## config.mk

```make
export PLATFORM = sky130hd
export DESIGN_NAME = pipeline_top
export DESIGN_NICKNAME = d
export VERILOG_FILES = /design/src/design/core_pkg.sv /design/src/design/pipeline_top.sv /design/src/design/forward_stall.sv /design/src/design/execute_unit.sv /design/src/design/decode_unit.sv /design/src/design/fetch_unit.sv /design/src/design/register_file.sv
export SDC_FILE = /design/constraint.sdc
export NUM_CORES = 2
export LEC_CHECK = 0
export BUFFER_PORTS_ARGS = -buffer_cell sky130_fd_sc_hd__buf_4
export CORE_MARGIN = 2
export CORE_UTILIZATION = 58
export DETAILED_ROUTE_END_ITERATION = 10
export GPL_TIMING_DRIVEN = 1
export PLACE_DENSITY = 0.79
export SLEW_MARGIN = 20
export SYNTH_ARGS = -nofsm -noshare
export SYNTH_HDL_FRONTEND = slang
export SYNTH_SLANG_ARGS = --single-unit
export TNS_END_PERCENT = 1
```

## constraint.sdc

```tcl
create_clock -name clk -period 12.4 [get_ports clk]
set_input_delay 0.62 -clock clk [delete_from_list [all_inputs] [get_ports clk]]
set_output_delay 0.62 -clock clk [all_outputs]
set_load 0.01 [all_outputs]
```

## src/design/core_pkg.sv

```systemverilog
/*
 Core package for the in-order integer pipeline: widths, opcodes,
 reset values and the encodings of the ALU and fetch state machine
*/
`default_nettype none

package core_pkg;

    localparam int XLEN     = 32;
    localparam int NUM_REGS = 32;

    typedef logic [XLEN-1:0] word_t;
    typedef logic [31:0]     addr_t;
    typedef logic [31:0]     instr_t;
    typedef logic [4:0]      reg_idx_t;

    localparam addr_t RESET_PC = 32'h0000_0000;

    // ADDI x0, x0, 0
    localparam instr_t INSTR_NOP = 32'h0000_0013;

    // Major opcodes of the supported subset
    localparam logic [6:0] OPC_OP     = 7'b0110011;
    localparam logic [6:0] OPC_OP_IMM = 7'b0010011;
    localparam logic [6:0] OPC_LUI    = 7'b0110111;
    localparam logic [6:0] OPC_BRANCH = 7'b1100011;
    localparam logic [6:0] OPC_JAL    = 7'b1101111;

    typedef enum logic [2:0] {
        ALU_ADD,
        ALU_SUB,
        ALU_AND,
        ALU_OR,
        ALU_XOR,
        ALU_SLT,
        ALU_PASS_B
    } alu_op_e;

    // DROP discards the word of a cycle overtaken by a redirect
    typedef enum logic [1:0] {
        FETCH_IDLE,
        FETCH_WAIT,
        FETCH_DROP
    } fetch_state_e;

endpackage : core_pkg

`default_nettype wire
```

## src/design/pipeline_top.sv

```systemverilog
/*
 Pipeline top: fetch, decode, execute and writeback stages with the
 register file and hazard unit, Wishbone fetch port and retire port
*/
`default_nettype none

module pipeline_top import core_pkg::*; (
    input  logic     clk,
    input  logic     rst_n,

    // Wishbone instruction port
    output logic     imem_cyc_o,
    output logic     imem_stb_o,
    output addr_t    imem_adr_o,
    input  instr_t   imem_dat_i,
    input  logic     imem_ack_i,

    // Retire port, driven by EX/WB
    output logic     retire_valid_o,
    output addr_t    retire_pc_o,
    output reg_idx_t retire_rd_o,
    output logic     retire_we_o,
    output word_t    retire_data_o
);

    // IF/ID
    logic     id_valid;
    addr_t    id_pc;
    instr_t   id_instr;

    // Register file reads
    reg_idx_t rf_rs1;
    reg_idx_t rf_rs2;
    word_t    rf_rs1_data;
    word_t    rf_rs2_data;

    // ID/EX
    logic     ex_valid;
    addr_t    ex_pc;
    alu_op_e  ex_alu_op;
    word_t    ex_rs1_data;
    word_t    ex_rs2_data;
    word_t    ex_imm;
    reg_idx_t ex_rd;
    logic     ex_we;
    logic     ex_is_branch;
    logic     ex_branch_ne;
    logic     ex_is_jal;
    logic     ex_use_imm;
    reg_idx_t ex_rs1;
    reg_idx_t ex_rs2;

    // Hazard and redirect
    logic     fwd_rs1;
    logic     fwd_rs2;
    logic     flush_id;
    logic     flush_ex;
    logic     redirect;
    addr_t    redirect_pc;

    fetch_unit i_fetch (
        .clk           (clk),
        .rst_n         (rst_n),
        .imem_cyc_o    (imem_cyc_o),
        .imem_stb_o    (imem_stb_o),
        .imem_adr_o    (imem_adr_o),
        .imem_dat_i    (imem_dat_i),
        .imem_ack_i    (imem_ack_i),
        .redirect_i    (redirect),
        .redirect_pc_i (redirect_pc),
        .flush_id_i    (flush_id),
        .id_valid_o    (id_valid),
        .id_pc_o       (id_pc),
        .id_instr_o    (id_instr)
    );

    decode_unit i_decode (
        .clk            (clk),
        .rst_n          (rst_n),
        .id_valid_i     (id_valid),
        .id_pc_i        (id_pc),
        .id_instr_i     (id_instr),
        .rf_rs1_o       (rf_rs1),
        .rf_rs2_o       (rf_rs2),
        .rf_rs1_data_i  (rf_rs1_data),
        .rf_rs2_data_i  (rf_rs2_data),
        .flush_ex_i     (flush_ex),
        .ex_valid_o     (ex_valid),
        .ex_pc_o        (ex_pc),
        .ex_alu_op_o    (ex_alu_op),
        .ex_rs1_data_o  (ex_rs1_data),
        .ex_rs2_data_o  (ex_rs2_data),
        .ex_imm_o       (ex_imm),
        .ex_rd_o        (ex_rd),
        .ex_we_o        (ex_we),
        .ex_is_branch_o (ex_is_branch),
        .ex_branch_ne_o (ex_branch_ne),
        .ex_is_jal_o    (ex_is_jal),
        .ex_use_imm_o   (ex_use_imm),
        .ex_rs1_o       (ex_rs1),
        .ex_rs2_o       (ex_rs2)
    );

    // Written from EX/WB, which is the writeback stage
    register_file i_regfile (
        .clk        (clk),
        .rst_n      (rst_n),
        .rs1_i      (rf_rs1),
        .rs2_i      (rf_rs2),
        .rs1_data_o (rf_rs1_data),
        .rs2_data_o (rf_rs2_data),
        .we_i       (retire_we_o),
        .rd_i       (retire_rd_o),
        .wd_i       (retire_data_o)
    );

    execute_unit i_execute (
        .clk            (clk),
        .rst_n          (rst_n),
        .ex_valid_i     (ex_valid),
        .ex_pc_i        (ex_pc),
        .ex_alu_op_i    (ex_alu_op),
        .ex_rs1_data_i  (ex_rs1_data),
        .ex_rs2_data_i  (ex_rs2_data),
        .ex_imm_i       (ex_imm),
        .ex_rd_i        (ex_rd),
        .ex_we_i        (ex_we),
        .ex_is_branch_i (ex_is_branch),
        .ex_branch_ne_i (ex_branch_ne),
        .ex_is_jal_i    (ex_is_jal),
        .ex_use_imm_i   (ex_use_imm),
        .fwd_rs1_i      (fwd_rs1),
        .fwd_rs2_i      (fwd_rs2),
        .redirect_o     (redirect),
        .redirect_pc_o  (redirect_pc),
        .wb_valid_o     (retire_valid_o),
        .wb_rd_o        (retire_rd_o),
        .wb_we_o        (retire_we_o),
        .wb_data_o      (retire_data_o),
        .wb_pc_o        (retire_pc_o)
    );

    forward_stall i_forward_stall (
        .ex_rs1_i   (ex_rs1),
        .ex_rs2_i   (ex_rs2),
        .wb_valid_i (retire_valid_o),
        .wb_we_i    (retire_we_o),
        .wb_rd_i    (retire_rd_o),
        .redirect_i (redirect),
        .fwd_rs1_o  (fwd_rs1),
        .fwd_rs2_o  (fwd_rs2),
        .flush_id_o (flush_id),
        .flush_ex_o (flush_ex)
    );

endmodule : pipeline_top

`default_nettype wire

```

## src/design/forward_stall.sv

```systemverilog
/*
 Hazard unit: forward selects for the execute operands and the
 flushes of the two younger stages on a redirect
*/
`default_nettype none

module forward_stall import core_pkg::*; (
    input  reg_idx_t ex_rs1_i,
    input  reg_idx_t ex_rs2_i,

    input  logic     wb_valid_i,
    input  logic     wb_we_i,
    input  reg_idx_t wb_rd_i,

    input  logic     redirect_i,

    output logic     fwd_rs1_o,
    output logic     fwd_rs2_o,
    output logic     flush_id_o,
    output logic     flush_ex_o
);

    logic wb_writes;

    // x0 never forwards
    assign wb_writes = wb_valid_i && wb_we_i && (wb_rd_i != '0);

    assign fwd_rs1_o = wb_writes && (wb_rd_i == ex_rs1_i);
    assign fwd_rs2_o = wb_writes && (wb_rd_i == ex_rs2_i);

    // Taken branch or JAL squashes IF/ID and ID/EX
    assign flush_id_o = redirect_i;
    assign flush_ex_o = redirect_i;

endmodule : forward_stall

`default_nettype wire

```

## src/design/execute_unit.sv

```systemverilog
/*
 Execute stage: operand forwarding, ALU, branch and JAL resolution,
 and the EX/WB register that also forms the retire port
*/
`default_nettype none

module execute_unit import core_pkg::*; (
    input  logic     clk,
    input  logic     rst_n,

    // From ID/EX
    input  logic     ex_valid_i,
    input  addr_t    ex_pc_i,
    input  alu_op_e  ex_alu_op_i,
    input  word_t    ex_rs1_data_i,
    input  word_t    ex_rs2_data_i,
    input  word_t    ex_imm_i,
    input  reg_idx_t ex_rd_i,
    input  logic     ex_we_i,
    input  logic     ex_is_branch_i,
    input  logic     ex_branch_ne_i,
    input  logic     ex_is_jal_i,
    input  logic     ex_use_imm_i,

    // Forward selects
    input  logic     fwd_rs1_i,
    input  logic     fwd_rs2_i,

    output logic     redirect_o,
    output addr_t    redirect_pc_o,

    // EX/WB register
    output logic     wb_valid_o,
    output reg_idx_t wb_rd_o,
    output logic     wb_we_o,
    output word_t    wb_data_o,
    output addr_t    wb_pc_o
);

    word_t op_a;
    word_t op_b_reg;
    word_t op_b;
    word_t alu_result;
    addr_t pc_plus4;
    logic  cond_true;

    // Distance-one operands come from our own EX/WB register
    assign op_a     = fwd_rs1_i ? wb_data_o : ex_rs1_data_i;
    assign op_b_reg = fwd_rs2_i ? wb_data_o : ex_rs2_data_i;
    assign op_b     = ex_use_imm_i ? ex_imm_i : op_b_reg;
    assign pc_plus4 = ex_pc_i + 32'd4;

    always_comb begin
        case (ex_alu_op_i)
            ALU_ADD: alu_result = op_a + op_b;
            ALU_SUB: alu_result = op_a - op_b;
            ALU_AND: alu_result = op_a & op_b;
            ALU_OR:  alu_result = op_a | op_b;
            ALU_XOR: alu_result = op_a ^ op_b;
            ALU_SLT: alu_result = {{(XLEN-1){1'b0}}, $signed(op_a) < $signed(op_b)};
            default: alu_result = op_b;
        endcase
    end

    // BEQ on equal, BNE on not equal
    assign cond_true     = (op_a == op_b_reg) != ex_branch_ne_i;
    assign redirect_o    = ex_valid_i && ((ex_is_branch_i && cond_true) || ex_is_jal_i);
    assign redirect_pc_o = ex_pc_i + ex_imm_i;

    always_ff @(posedge clk) begin
        if (!rst_n) begin
            wb_valid_o <= 1'b0;
            wb_we_o    <= 1'b0;
        end else begin
            wb_valid_o <= ex_valid_i;
            wb_we_o    <= ex_valid_i && ex_we_i;
        end
    end

    always_ff @(posedge clk) begin
        wb_rd_o   <= ex_rd_i;
        wb_pc_o   <= ex_pc_i;
        wb_data_o <= ex_is_jal_i ? pc_plus4 : alu_result;
    end

endmodule : execute_unit

`default_nettype wire

```

## src/design/decode_unit.sv

```systemverilog
/*
 Instruction decode: register fields, immediates, ALU operation and
 control bits, registered into the ID/EX pipeline register
*/
`default_nettype none

module decode_unit import core_pkg::*; (
    input  logic     clk,
    input  logic     rst_n,

    // From IF/ID
    input  logic     id_valid_i,
    input  addr_t    id_pc_i,
    input  instr_t   id_instr_i,

    // Register file read ports
    output reg_idx_t rf_rs1_o,
    output reg_idx_t rf_rs2_o,
    input  word_t    rf_rs1_data_i,
    input  word_t    rf_rs2_data_i,

    input  logic     flush_ex_i,

    // ID/EX register
    output logic     ex_valid_o,
    output addr_t    ex_pc_o,
    output alu_op_e  ex_alu_op_o,
    output word_t    ex_rs1_data_o,
    output word_t    ex_rs2_data_o,
    output word_t    ex_imm_o,
    output reg_idx_t ex_rd_o,
    output logic     ex_we_o,
    output logic     ex_is_branch_o,
    output logic     ex_branch_ne_o,
    output logic     ex_is_jal_o,
    output logic     ex_use_imm_o,
    output reg_idx_t ex_rs1_o,
    output reg_idx_t ex_rs2_o
);

    logic [6:0] opcode;
    logic [2:0] funct3;
    logic [6:0] funct7;
    word_t      imm_i;
    word_t      imm_u;
    word_t      imm_b;
    word_t      imm_j;
    alu_op_e    alu_op;
    word_t      imm;
    logic       we;
    logic       is_branch;
    logic       is_jal;
    logic       use_imm;

    assign opcode   = id_instr_i[6:0];
    assign funct3   = id_instr_i[14:12];
    assign funct7   = id_instr_i[31:25];
    assign rf_rs1_o = id_instr_i[19:15];
    assign rf_rs2_o = id_instr_i[24:20];

    assign imm_i = {{20{id_instr_i[31]}}, id_instr_i[31:20]};
    assign imm_u = {id_instr_i[31:12], 12'b0};
    assign imm_b = {{20{id_instr_i[31]}}, id_instr_i[7], id_instr_i[30:25],
                    id_instr_i[11:8], 1'b0};
    assign imm_j = {{12{id_instr_i[31]}}, id_instr_i[19:12], id_instr_i[20],
                    id_instr_i[30:21], 1'b0};

    // Anything outside the subset falls through with no register write
    always_comb begin
        alu_op    = ALU_ADD;
        imm       = imm_i;
        we        = 1'b0;
        is_branch = 1'b0;
        is_jal    = 1'b0;
        use_imm   = 1'b0;
        case (opcode)
            OPC_OP: begin
                we = 1'b1;
                case ({funct7, funct3})
                    10'b0000000_000: alu_op = ALU_ADD;
                    10'b0100000_000: alu_op = ALU_SUB;
                    10'b0000000_111: alu_op = ALU_AND;
                    10'b0000000_110: alu_op = ALU_OR;
                    10'b0000000_100: alu_op = ALU_XOR;
                    10'b0000000_010: alu_op = ALU_SLT;
                    default:         we = 1'b0;
                endcase
            end
            OPC_OP_IMM: begin
                // ADDI only
                we      = (funct3 == 3'b000);
                use_imm = 1'b1;
            end
            OPC_LUI: begin
                alu_op  = ALU_PASS_B;
                imm     = imm_u;
                we      = 1'b1;
                use_imm = 1'b1;
            end
            OPC_BRANCH: begin
                // BEQ and BNE differ in funct3[0]
                imm       = imm_b;
                is_branch = (funct3[2:1] == 2'b00);
            end
            OPC_JAL: begin
                imm    = imm_j;
                we     = 1'b1;
                is_jal = 1'b1;
            end
            default: begin
                we = 1'b0;
            end
        endcase
    end

    always_ff @(posedge clk) begin
        if (!rst_n || flush_ex_i) begin
            ex_valid_o     <= 1'b0;
            ex_we_o        <= 1'b0;
            ex_is_branch_o <= 1'b0;
            ex_is_jal_o    <= 1'b0;
        end else begin
            ex_valid_o     <= id_valid_i;
            ex_we_o        <= id_valid_i && we;
            ex_is_branch_o <= id_valid_i && is_branch;
            ex_is_jal_o    <= id_valid_i && is_jal;
        end
    end

    always_ff @(posedge clk) begin
        ex_pc_o        <= id_pc_i;
        ex_alu_op_o    <= alu_op;
        ex_rs1_data_o  <= rf_rs1_data_i;
        ex_rs2_data_o  <= rf_rs2_data_i;
        ex_imm_o       <= imm;
        ex_rd_o        <= id_instr_i[11:7];
        ex_branch_ne_o <= funct3[0];
        ex_use_imm_o   <= use_imm;
        ex_rs1_o       <= rf_rs1_o;
        ex_rs2_o       <= rf_rs2_o;
    end

endmodule : decode_unit

`default_nettype wire

```

## src/design/fetch_unit.sv

```systemverilog
/*
 Instruction fetch: PC, one Wishbone classic read at a time,
 redirect handling and the IF/ID pipeline register
*/
`default_nettype none

module fetch_unit import core_pkg::*; (
    input  logic   clk,
    input  logic   rst_n,

    // Wishbone classic read-only master
    output logic   imem_cyc_o,
    output logic   imem_stb_o,
    output addr_t  imem_adr_o,
    input  instr_t imem_dat_i,
    input  logic   imem_ack_i,

    // Redirect from execute and flush from hazard logic
    input  logic   redirect_i,
    input  addr_t  redirect_pc_i,
    input  logic   flush_id_i,

    // IF/ID register
    output logic   id_valid_o,
    output addr_t  id_pc_o,
    output instr_t id_instr_o
);

    fetch_state_e state_q;
    addr_t        pc_q;
    addr_t        adr_q;
    logic         fetch_done;

    // Word usable only when the cycle was not overtaken by a redirect
    assign fetch_done = (state_q == FETCH_WAIT) && imem_ack_i;

    assign imem_cyc_o = (state_q != FETCH_IDLE);
    assign imem_stb_o = (state_q != FETCH_IDLE);
    assign imem_adr_o = adr_q;

    always_ff @(posedge clk) begin
        if (!rst_n) begin
            state_q <= FETCH_IDLE;
            pc_q    <= RESET_PC;
        end else begin
            case (state_q)
                FETCH_IDLE: begin
                    state_q <= FETCH_WAIT;
                end
                FETCH_WAIT: begin
                    if (imem_ack_i) begin
                        state_q <= FETCH_IDLE;
                        pc_q    <= redirect_i ? redirect_pc_i : adr_q + 32'd4;
                    end else if (redirect_i) begin
                        // Cycle cannot be aborted, so its word is thrown away
                        state_q <= FETCH_DROP;
                        pc_q    <= redirect_pc_i;
                    end
                end
                default: begin
                    if (imem_ack_i) begin
                        state_q <= FETCH_IDLE;
                    end
                    if (redirect_i) begin
                        pc_q <= redirect_pc_i;
                    end
                end
            endcase
        end
    end

    // Address held stable for the whole bus cycle
    always_ff @(posedge clk) begin
        if (state_q == FETCH_IDLE) begin
            adr_q <= redirect_i ? redirect_pc_i : pc_q;
        end
    end

    // IF/ID register, a bubble between fetches or on a flush
    always_ff @(posedge clk) begin
        if (!rst_n) begin
            id_valid_o <= 1'b0;
        end else begin
            id_valid_o <= fetch_done && !flush_id_i;
        end
    end

    always_ff @(posedge clk) begin
        if (fetch_done && !flush_id_i) begin
            id_pc_o    <= adr_q;
            id_instr_o <= imem_dat_i;
        end else begin
            id_instr_o <= INSTR_NOP;
        end
    end

endmodule : fetch_unit

`default_nettype wire

```

## src/design/register_file.sv

```systemverilog
/*
 Integer register file: two read ports with write-through bypass,
 one write port, x0 fixed at zero
*/
`default_nettype none

module register_file import core_pkg::*; (
    input  logic     clk,
    input  logic     rst_n,

    input  reg_idx_t rs1_i,
    input  reg_idx_t rs2_i,
    output word_t    rs1_data_o,
    output word_t    rs2_data_o,

    input  logic     we_i,
    input  reg_idx_t rd_i,
    input  word_t    wd_i
);

    word_t regs_q [NUM_REGS];
    logic  write_hit;

    // Writes to x0 are dropped
    assign write_hit = we_i && (rd_i != '0);

    always_ff @(posedge clk) begin
        if (!rst_n) begin
            for (int i = 0; i < NUM_REGS; i++) begin
                regs_q[i] <= '0;
            end
        end else if (write_hit) begin
            regs_q[rd_i] <= wd_i;
        end
    end

    // Same-cycle write is visible to decode, covers distance two
    assign rs1_data_o = (write_hit && rd_i == rs1_i) ? wd_i : regs_q[rs1_i];
    assign rs2_data_o = (write_hit && rd_i == rs2_i) ? wd_i : regs_q[rs2_i];

endmodule : register_file

`default_nettype wire

```

# Yosys cells after proc, flatten, opt, wreduce, memory -nomap -nowiden
# Memory sizes are Yosys's and may differ from the RTL's. A register that Yosys moved wholly into a read port is not among the register bits.
# Cells that the tools add are included.
# word_totals
n_memories,1
ff_bits,354
output_inout_bits,105
ram_bits,1024
# memory_table
memory,words,width,read_ports,rd_ports_with_merged_regs,write_ports,line_no,rtl
i_regfile.regs_q,32,32,2,2,32,register_file.sv:21,word_t regs_q [NUM_REGS];
# op_classes
n_bitwise,3
eq_ne,23
reduce_logical,32
mux,32
addsub,5
order_cmp,1
# op_table
cell,count
32-bit two-way mux,10
32-bit one-hot mux with 6 select lines,1
31-bit one-hot mux with 3 select lines,1
"32-bit by 3-bit adder with 32-bit output, second input constant",2
32-bit adder,2
32-bit one-hot mux with 2 select lines,1
32-bit AND,1
32-bit equality test,1
32-bit < comparator,1
32-bit bitwise OR,1
32-bit OR reduction,1
32-bit subtractor,1
32-bit bitwise XOR,1
"10-bit by 3-bit equality test with 1-bit output, second input constant",3
5-bit equality test,4
1-bit logical AND,15
5-bit two-way mux,3
3-bit one-hot mux with 5 select lines,1
"7-bit by 6-bit equality test with 1-bit output, second input constant",2
"7-bit equality test, second input constant",2
"10-bit by 2-bit equality test with 1-bit output, second input constant",1
"10-bit by 9-bit equality test with 1-bit output, second input constant",1
10-bit zero test,1
1-bit two-way mux,9
21 further kinds,30

# Logic depth before layout (Yosys ltp)
# logic_depth
ltp_word,12
depth_mapped,27

# Cells and area by module
# Synthesis repeated with hierarchy kept, for this count alone.
# hier_totals
cells_unflattened,5676
area_unflattened_um2,73375.4
# by_module_without_submodules
module,area_each_um2,instances,cells_each
register_file,53612.7,1,3499
execute_unit,10820.4,1,1484
fetch_unit,5188.7,1,429
decode_unit,3608.5,1,246
forward_stall,145.1,1,18

# Worst setup path before layout
# No wires, ideal clock.
# synth_timing
path_type,register to register
start,reg i_execute.wb_rd_o[3]
end,reg i_execute.wb_data_o[24]
path_stages_with_launch,26
period_less_slack_ns,6.174
n_path_buf,7
arrival_ns,6.029
t_required_ns,12.255
setup_time_ns,0.145
slack_ns,6.226
cell_sequence,dfxtp_1 or3_1 buf_2 o31a_1 nand3_1 buf_2 buf_1 clkbuf_1 clkbuf_1 buf_1 buf_1 a21oi_1 o21ai_0 ha_1 nand2b_1 a21oi_1 o21ai_0 a21oi_1 a211oi_1 o31ai_1 a41oi_1 o41ai_1 a21boi_0 xnor2_1 a221oi_1 a221oi_1
# synth_between
elab_chain_cells,8
# synth_rtl
element,line_no,rtl
start: declaration,execute_unit.sv:34,"output reg_idx_t wb_rd_o,"
start signal: assignment,execute_unit.sv:81,wb_rd_o <= ex_rd_i;
5-bit nonzero test,forward_stall.sv:26,assign wb_writes = wb_valid_i && wb_we_i && (wb_rd_i != '0);
1-bit logical AND,forward_stall.sv:26,
1-bit logical AND,forward_stall.sv:29,assign fwd_rs2_o = wb_writes && (wb_rd_i == ex_rs2_i);
32-bit two-way mux,execute_unit.sv:49,assign op_b_reg = fwd_rs2_i ? wb_data_o : ex_rs2_data_i;
32-bit two-way mux,execute_unit.sv:50,assign op_b = ex_use_imm_i ? ex_imm_i : op_b_reg;
"32-bit subtractor, or another cell as far along",execute_unit.sv:56,ALU_SUB: alu_result = op_a - op_b;
32-bit one-hot mux with 6 select lines (*),execute_unit.sv:54,case (ex_alu_op_i)
32-bit two-way mux (*),execute_unit.sv:83,wb_data_o <= ex_is_jal_i ? pc_plus4 : alu_result;
end signal: assignment,execute_unit.sv:83,
end: declaration,execute_unit.sv:36,"output word_t wb_data_o,"
# Mark *: on every way between the ends. The rest lies on a longest branch, timed or not.
# A chain may end at the register's enable or synchronous reset.

# Worst setup path in the final report
# layout_timing
start,reg i_execute.wb_rd_o[0]
end,reg i_fetch.pc_q[11]
# layout_between
elab_chain_cells,12
# layout_rtl
element,line_no,rtl
5-bit nonzero test,forward_stall.sv:26,
1-bit logical AND,forward_stall.sv:26,
1-bit logical AND (on tied branches),"forward_stall.sv:28, forward_stall.sv:29",
32-bit two-way mux (on tied branches),"execute_unit.sv:48, execute_unit.sv:49",
32-bit equality test (*),execute_unit.sv:66,assign cond_true = (op_a == op_b_reg) != ex_branch_ne_i;
1-bit inequality test (*),execute_unit.sv:66,
1-bit logical AND (*),execute_unit.sv:67,assign redirect_o = ex_valid_i && ((ex_is_branch_i && cond_true) || ex_is_jal_i);
1-bit logical OR (*),execute_unit.sv:67,
1-bit logical AND (*),execute_unit.sv:67,
32-bit two-way mux (on tied branches),n/a,
32-bit two-way mux,fetch_unit.sv:51,if (imem_ack_i) begin
32-bit one-hot mux with 2 select lines (*),fetch_unit.sv:46,case (state_q)
end signal: assignment,fetch_unit.sv:53,pc_q <= redirect_i ? redirect_pc_i : adr_q + 32'd4;
end signal: assignment,fetch_unit.sv:57,pc_q <= redirect_pc_i;
end signal: assignment,fetch_unit.sv:65,pc_q <= redirect_pc_i;
end: declaration,fetch_unit.sv:30,addr_t pc_q;
# Marks and branches as above.

==> flow_summary.toml <==
[outcome]
status = "finished, final reports clean"

[placement]
globalplace.congestion = 1.01
hpwlAfterDp_um = 150000
placedCellCount = 7177
pre_cts_slack_ns = 5.56
portBuffers = 139

[detailed_routing]
route.detailed.drc = 0
drt-initial-drc-count = 8716
final_antenna_net_count = 0
wire_per_inst_um = 32.6
drtPass1Iterations = 8
vias = 54533
wirelength_um = 243000
viasPerCell = 7.31

[critical_path]
r2r_cells = 15
critPathMaxStageDelay_ns = 0.86
crit_type = "register to register"
r2r_slack_ns = 5.41
cpMostUsedCell = "buf_4"
rr_endpoint = "i_fetch.pc_q[11]"
critical_path_arrival_ns = 7.67
cp_num_cells = 15
path_buf_inv = 3
worstSetupStartpointType = "register"
critPathMaxFanout = 91
path_cells = "xor2_1, nor4_1, nand2_4, buf_4, a21oi_1, a2111oi_0, or4_1, or4b_1, or4_1, o211ai_4, buf_4, buf_4, o21ai_1, nor2b_1, a2111oi_0"
slowest_stage = "nor4_1"
r2r_start = "i_execute.wb_rd_o[0]"
cp-end-kind = "register"
crit_family = "simple AND/OR/NAND/NOR gates"
crit_required_ns = 13.08

[finish]
area_delta_synth_final_pct = 10.1
fin_nets = 5855
layout.cells.non_filler = 7457
nFillCells = 8913
drive_above_1_share = 0.214
fin_util = 0.643

[sta]
fin_crit_ns = 6.99
fmax_mhz = 143
slew_violations = 0
finalSetupViolCount = 0
setup-tns-final_ns = 0
worst_pin_slew_ns = 1.19
skew_ns = 0.0431
hold_viol_final = 0
min_period_over_period = 0.563
rsz0062_at_grt = "false"
fin_ws_ns = 5.41
relSlewSlack = 0.205

[clock_tree]
cts_buffers = 145
root_buffer = "clkbuf_16"
post-cts-setup-buffers = 0
clock_latency_ns = 0.81
cts.path.max_buffers = 3
cts_sinks = 1378
cts_resized = 0
holdBufCountCts = 21
clk_pin_slew_ns = 0.06
cts_max_level = 4
cts_tree = "yes"

[global_routing]
grt_pass1_wl_um = 356000
track_usage = 0.371
grt_max_degree = 122
grt_pass1_vias = 53484
antenna_found_initial = 8
grt.overflow.total = 0

[synth]
syn_inst = 5797
netlist_area_um2 = 74400
synth-seq-area-share = 0.517
ys_dominant_reg_cell = "edfxtp_1"
yosys_warnings = 0
avgSynthCellArea_um2 = 12.8
synth_area_leaders = "edfxtp_1 (44%), mux4_2 (19%), dfxtp_1 (7.8%)"
synth_cell_type_count = 82
netlist.area_leader.share = 0.439
yosysTopAreaCell = "edfxtp_1"
async_flop_share = 0
synth_seq_cells = 1378
synth_edf_count = 1088

[worst_hold_path]
whs_path_depth = 2
whs_endpoint = "i_fetch.id_instr_o[22]"
worstHoldStart = "imem_dat_i[22]"
holdCritPathClass = "primary input to register"

[floorplan]
core.rowCount = 131
die_y_um = 362
initial_utilization = 0.584
io_pins = 140
die_area_um2 = 131000
core_um2 = 127000
die_w_um = 362

[power]
ir_drop_uv = 160
power_leakage_uw = 0.0278
p_per_area_nw_per_um2 = 153

[flow_run]
drv_cap = 0
[routing by layer]
metal / vias up / GRT usage / part of all wire
met1: 26930 / 0.487 / 0.34
li1: 22201 / - / -
met2: 4458 / 0.570 / 0.46
met4: 12 / 0.198 / 0.062
met3: 932 / 0.0954 / 0.14
met5: - / 0 / 0.00033
[kinds of logic after synthesis]
| family | count (synthesis) | share of synthesized area |
|---|---|---|
| AND/OR/NAND/NOR | 1762 | 0.121 |
| buffers and inverters | 755 | 0.0385 |
| adder cells (fa/ha/maj) | 137 | 0.0233 |
| other | 1 | 0.0000504 |
| XOR/XNOR | 153 | 0.0180 |
| multiplexers | 741 | 0.208 |
| AO/OA/AOI/OAI | 870 | 0.0747 |
| flip-flops | 1378 | 0.517 |
[state kept, by name, indices dropped and copies added (netlist names), 32 cells and up]
name / count
i_execute.wb_data_o: 32
i_decode.ex_rs1_data_o: 32
i_fetch.id_instr_o: 32
i_fetch.id_pc_o: 32
i_fetch.imem_adr_o: 32
i_decode.ex_rs2_data_o: 32
i_fetch.pc_q: 32
i_execute.wb_pc_o: 32
i_decode.ex_imm_o: 32
i_decode.ex_pc_o: 32
i_regfile.regs_q: 1024
[final cells by class]
class | count | area [µm²] | area share
flip-flops and latches | 1378 | 38500 | 0.470
multi-input cells | 3695 | 33600 | 0.411
clock buffers | 180 | 3900 | 0.0477
repair buffers | 294 | 2330 | 0.0285
well taps | 1662 | 2080 | 0.0254
clock inverters | 77 | 788 | 0.00963
inverters | 169 | 634 | 0.00775
diodes | 2 | 5.00 | 0.0000611
[power breakdown]
group          internal [µW]  switching, µW  total (µW)
sequential              5230            359        5590
combinational            842           1730        2570
clock                   2480           1900        4380
[metrics by stage]
stage | cell area (µm²) | hold WS [ns] | power, µW
2_1_floorplan | 74500 | 0.310 | 7090
3_3_place_gp | 77000 | 0.313 | 8070
3_5_place_dp | 77000 | 0.322 | 8130
4_1_cts | 81900 | 0.00223 | 12400
5_1_grt | 81900 | 0.0177 | 12800
6_report | 81900 | 0.0383 | 12500
[synth_stat cells (all sizes together), types with 85 or more instances]
library cell  count
edfxtp         1088
nor3            770
mux4            640
clkbuf          474
and2            321
dfxtp           290
o21ai           279
nand2           228
a21oi           204
nor2            202
inv             162
ha              135
buf             112
mux2i            89
xnor2            85
[worst register-to-register path, cell delays in order (launching register included)]
cell,delay [ns]
dfxtp_1,0.71
xor2_1,0.17
nor4_1,0.86
nand2_4,0.29
buf_4,0.46
a21oi_1,0.26
a2111oi_0,0.11
or4_1,0.55
or4b_1,0.58
or4_1,0.55
o211ai_4,0.20
buf_4,0.49
buf_4,0.64
o21ai_1,0.43
nor2b_1,0.25
a2111oi_0,0.35
[cell usage in the layout, fill, tap and decap left out, types with 18 or more instances in the layout]
cell,synthesis,final
nand2_1,228,225
a31o_2,18,18
o21ai_0,278,247
ha_1,135,135
dfxtp_1,290,276
buf_4,1,267
and2_1,321,321
nand4_1,23,23
clkbuf_16,0,147
clkinv_1,7,25
inv_1,162,160
o21ai_4,0,31
nor3_1,769,769
nand3_1,64,62
mux2i_1,89,89
mux4_2,640,640
a21o_1,72,72
clkbuf_1,474,23
a221oi_1,19,19
a31oi_1,28,28
clkinv_2,0,21
a211oi_1,22,22
xnor2_1,85,85
a2111oi_0,24,24
a211o_1,20,20
dlygate4sd3_1,0,21
nor2_1,202,199
conb_1,1,32
a21oi_1,204,204
xor2_1,68,68
a22oi_1,31,31
and3_1,21,21
edfxtp_1,1088,1088
nor4_1,50,48
[worst max path at each step]
stage	from	to	slack (ns)
finish	i_execute.wb_rd_o[0]	i_fetch.pc_q[11]	5.41
global route	i_execute.wb_rd_o[4]	i_execute.wb_data_o[24]	4.96
CTS	i_execute.wb_rd_o[4]	i_fetch.pc_q[20]	5.53
detailed placement	i_execute.wb_rd_o[4]	i_fetch.pc_q[31]	5.56
global placement	i_execute.wb_rd_o[3]	i_fetch.pc_q[11]	5.61
floorplan	i_execute.wb_rd_o[3]	i_execute.wb_data_o[24]	6.23
Power figures use the tool's default switching activity.
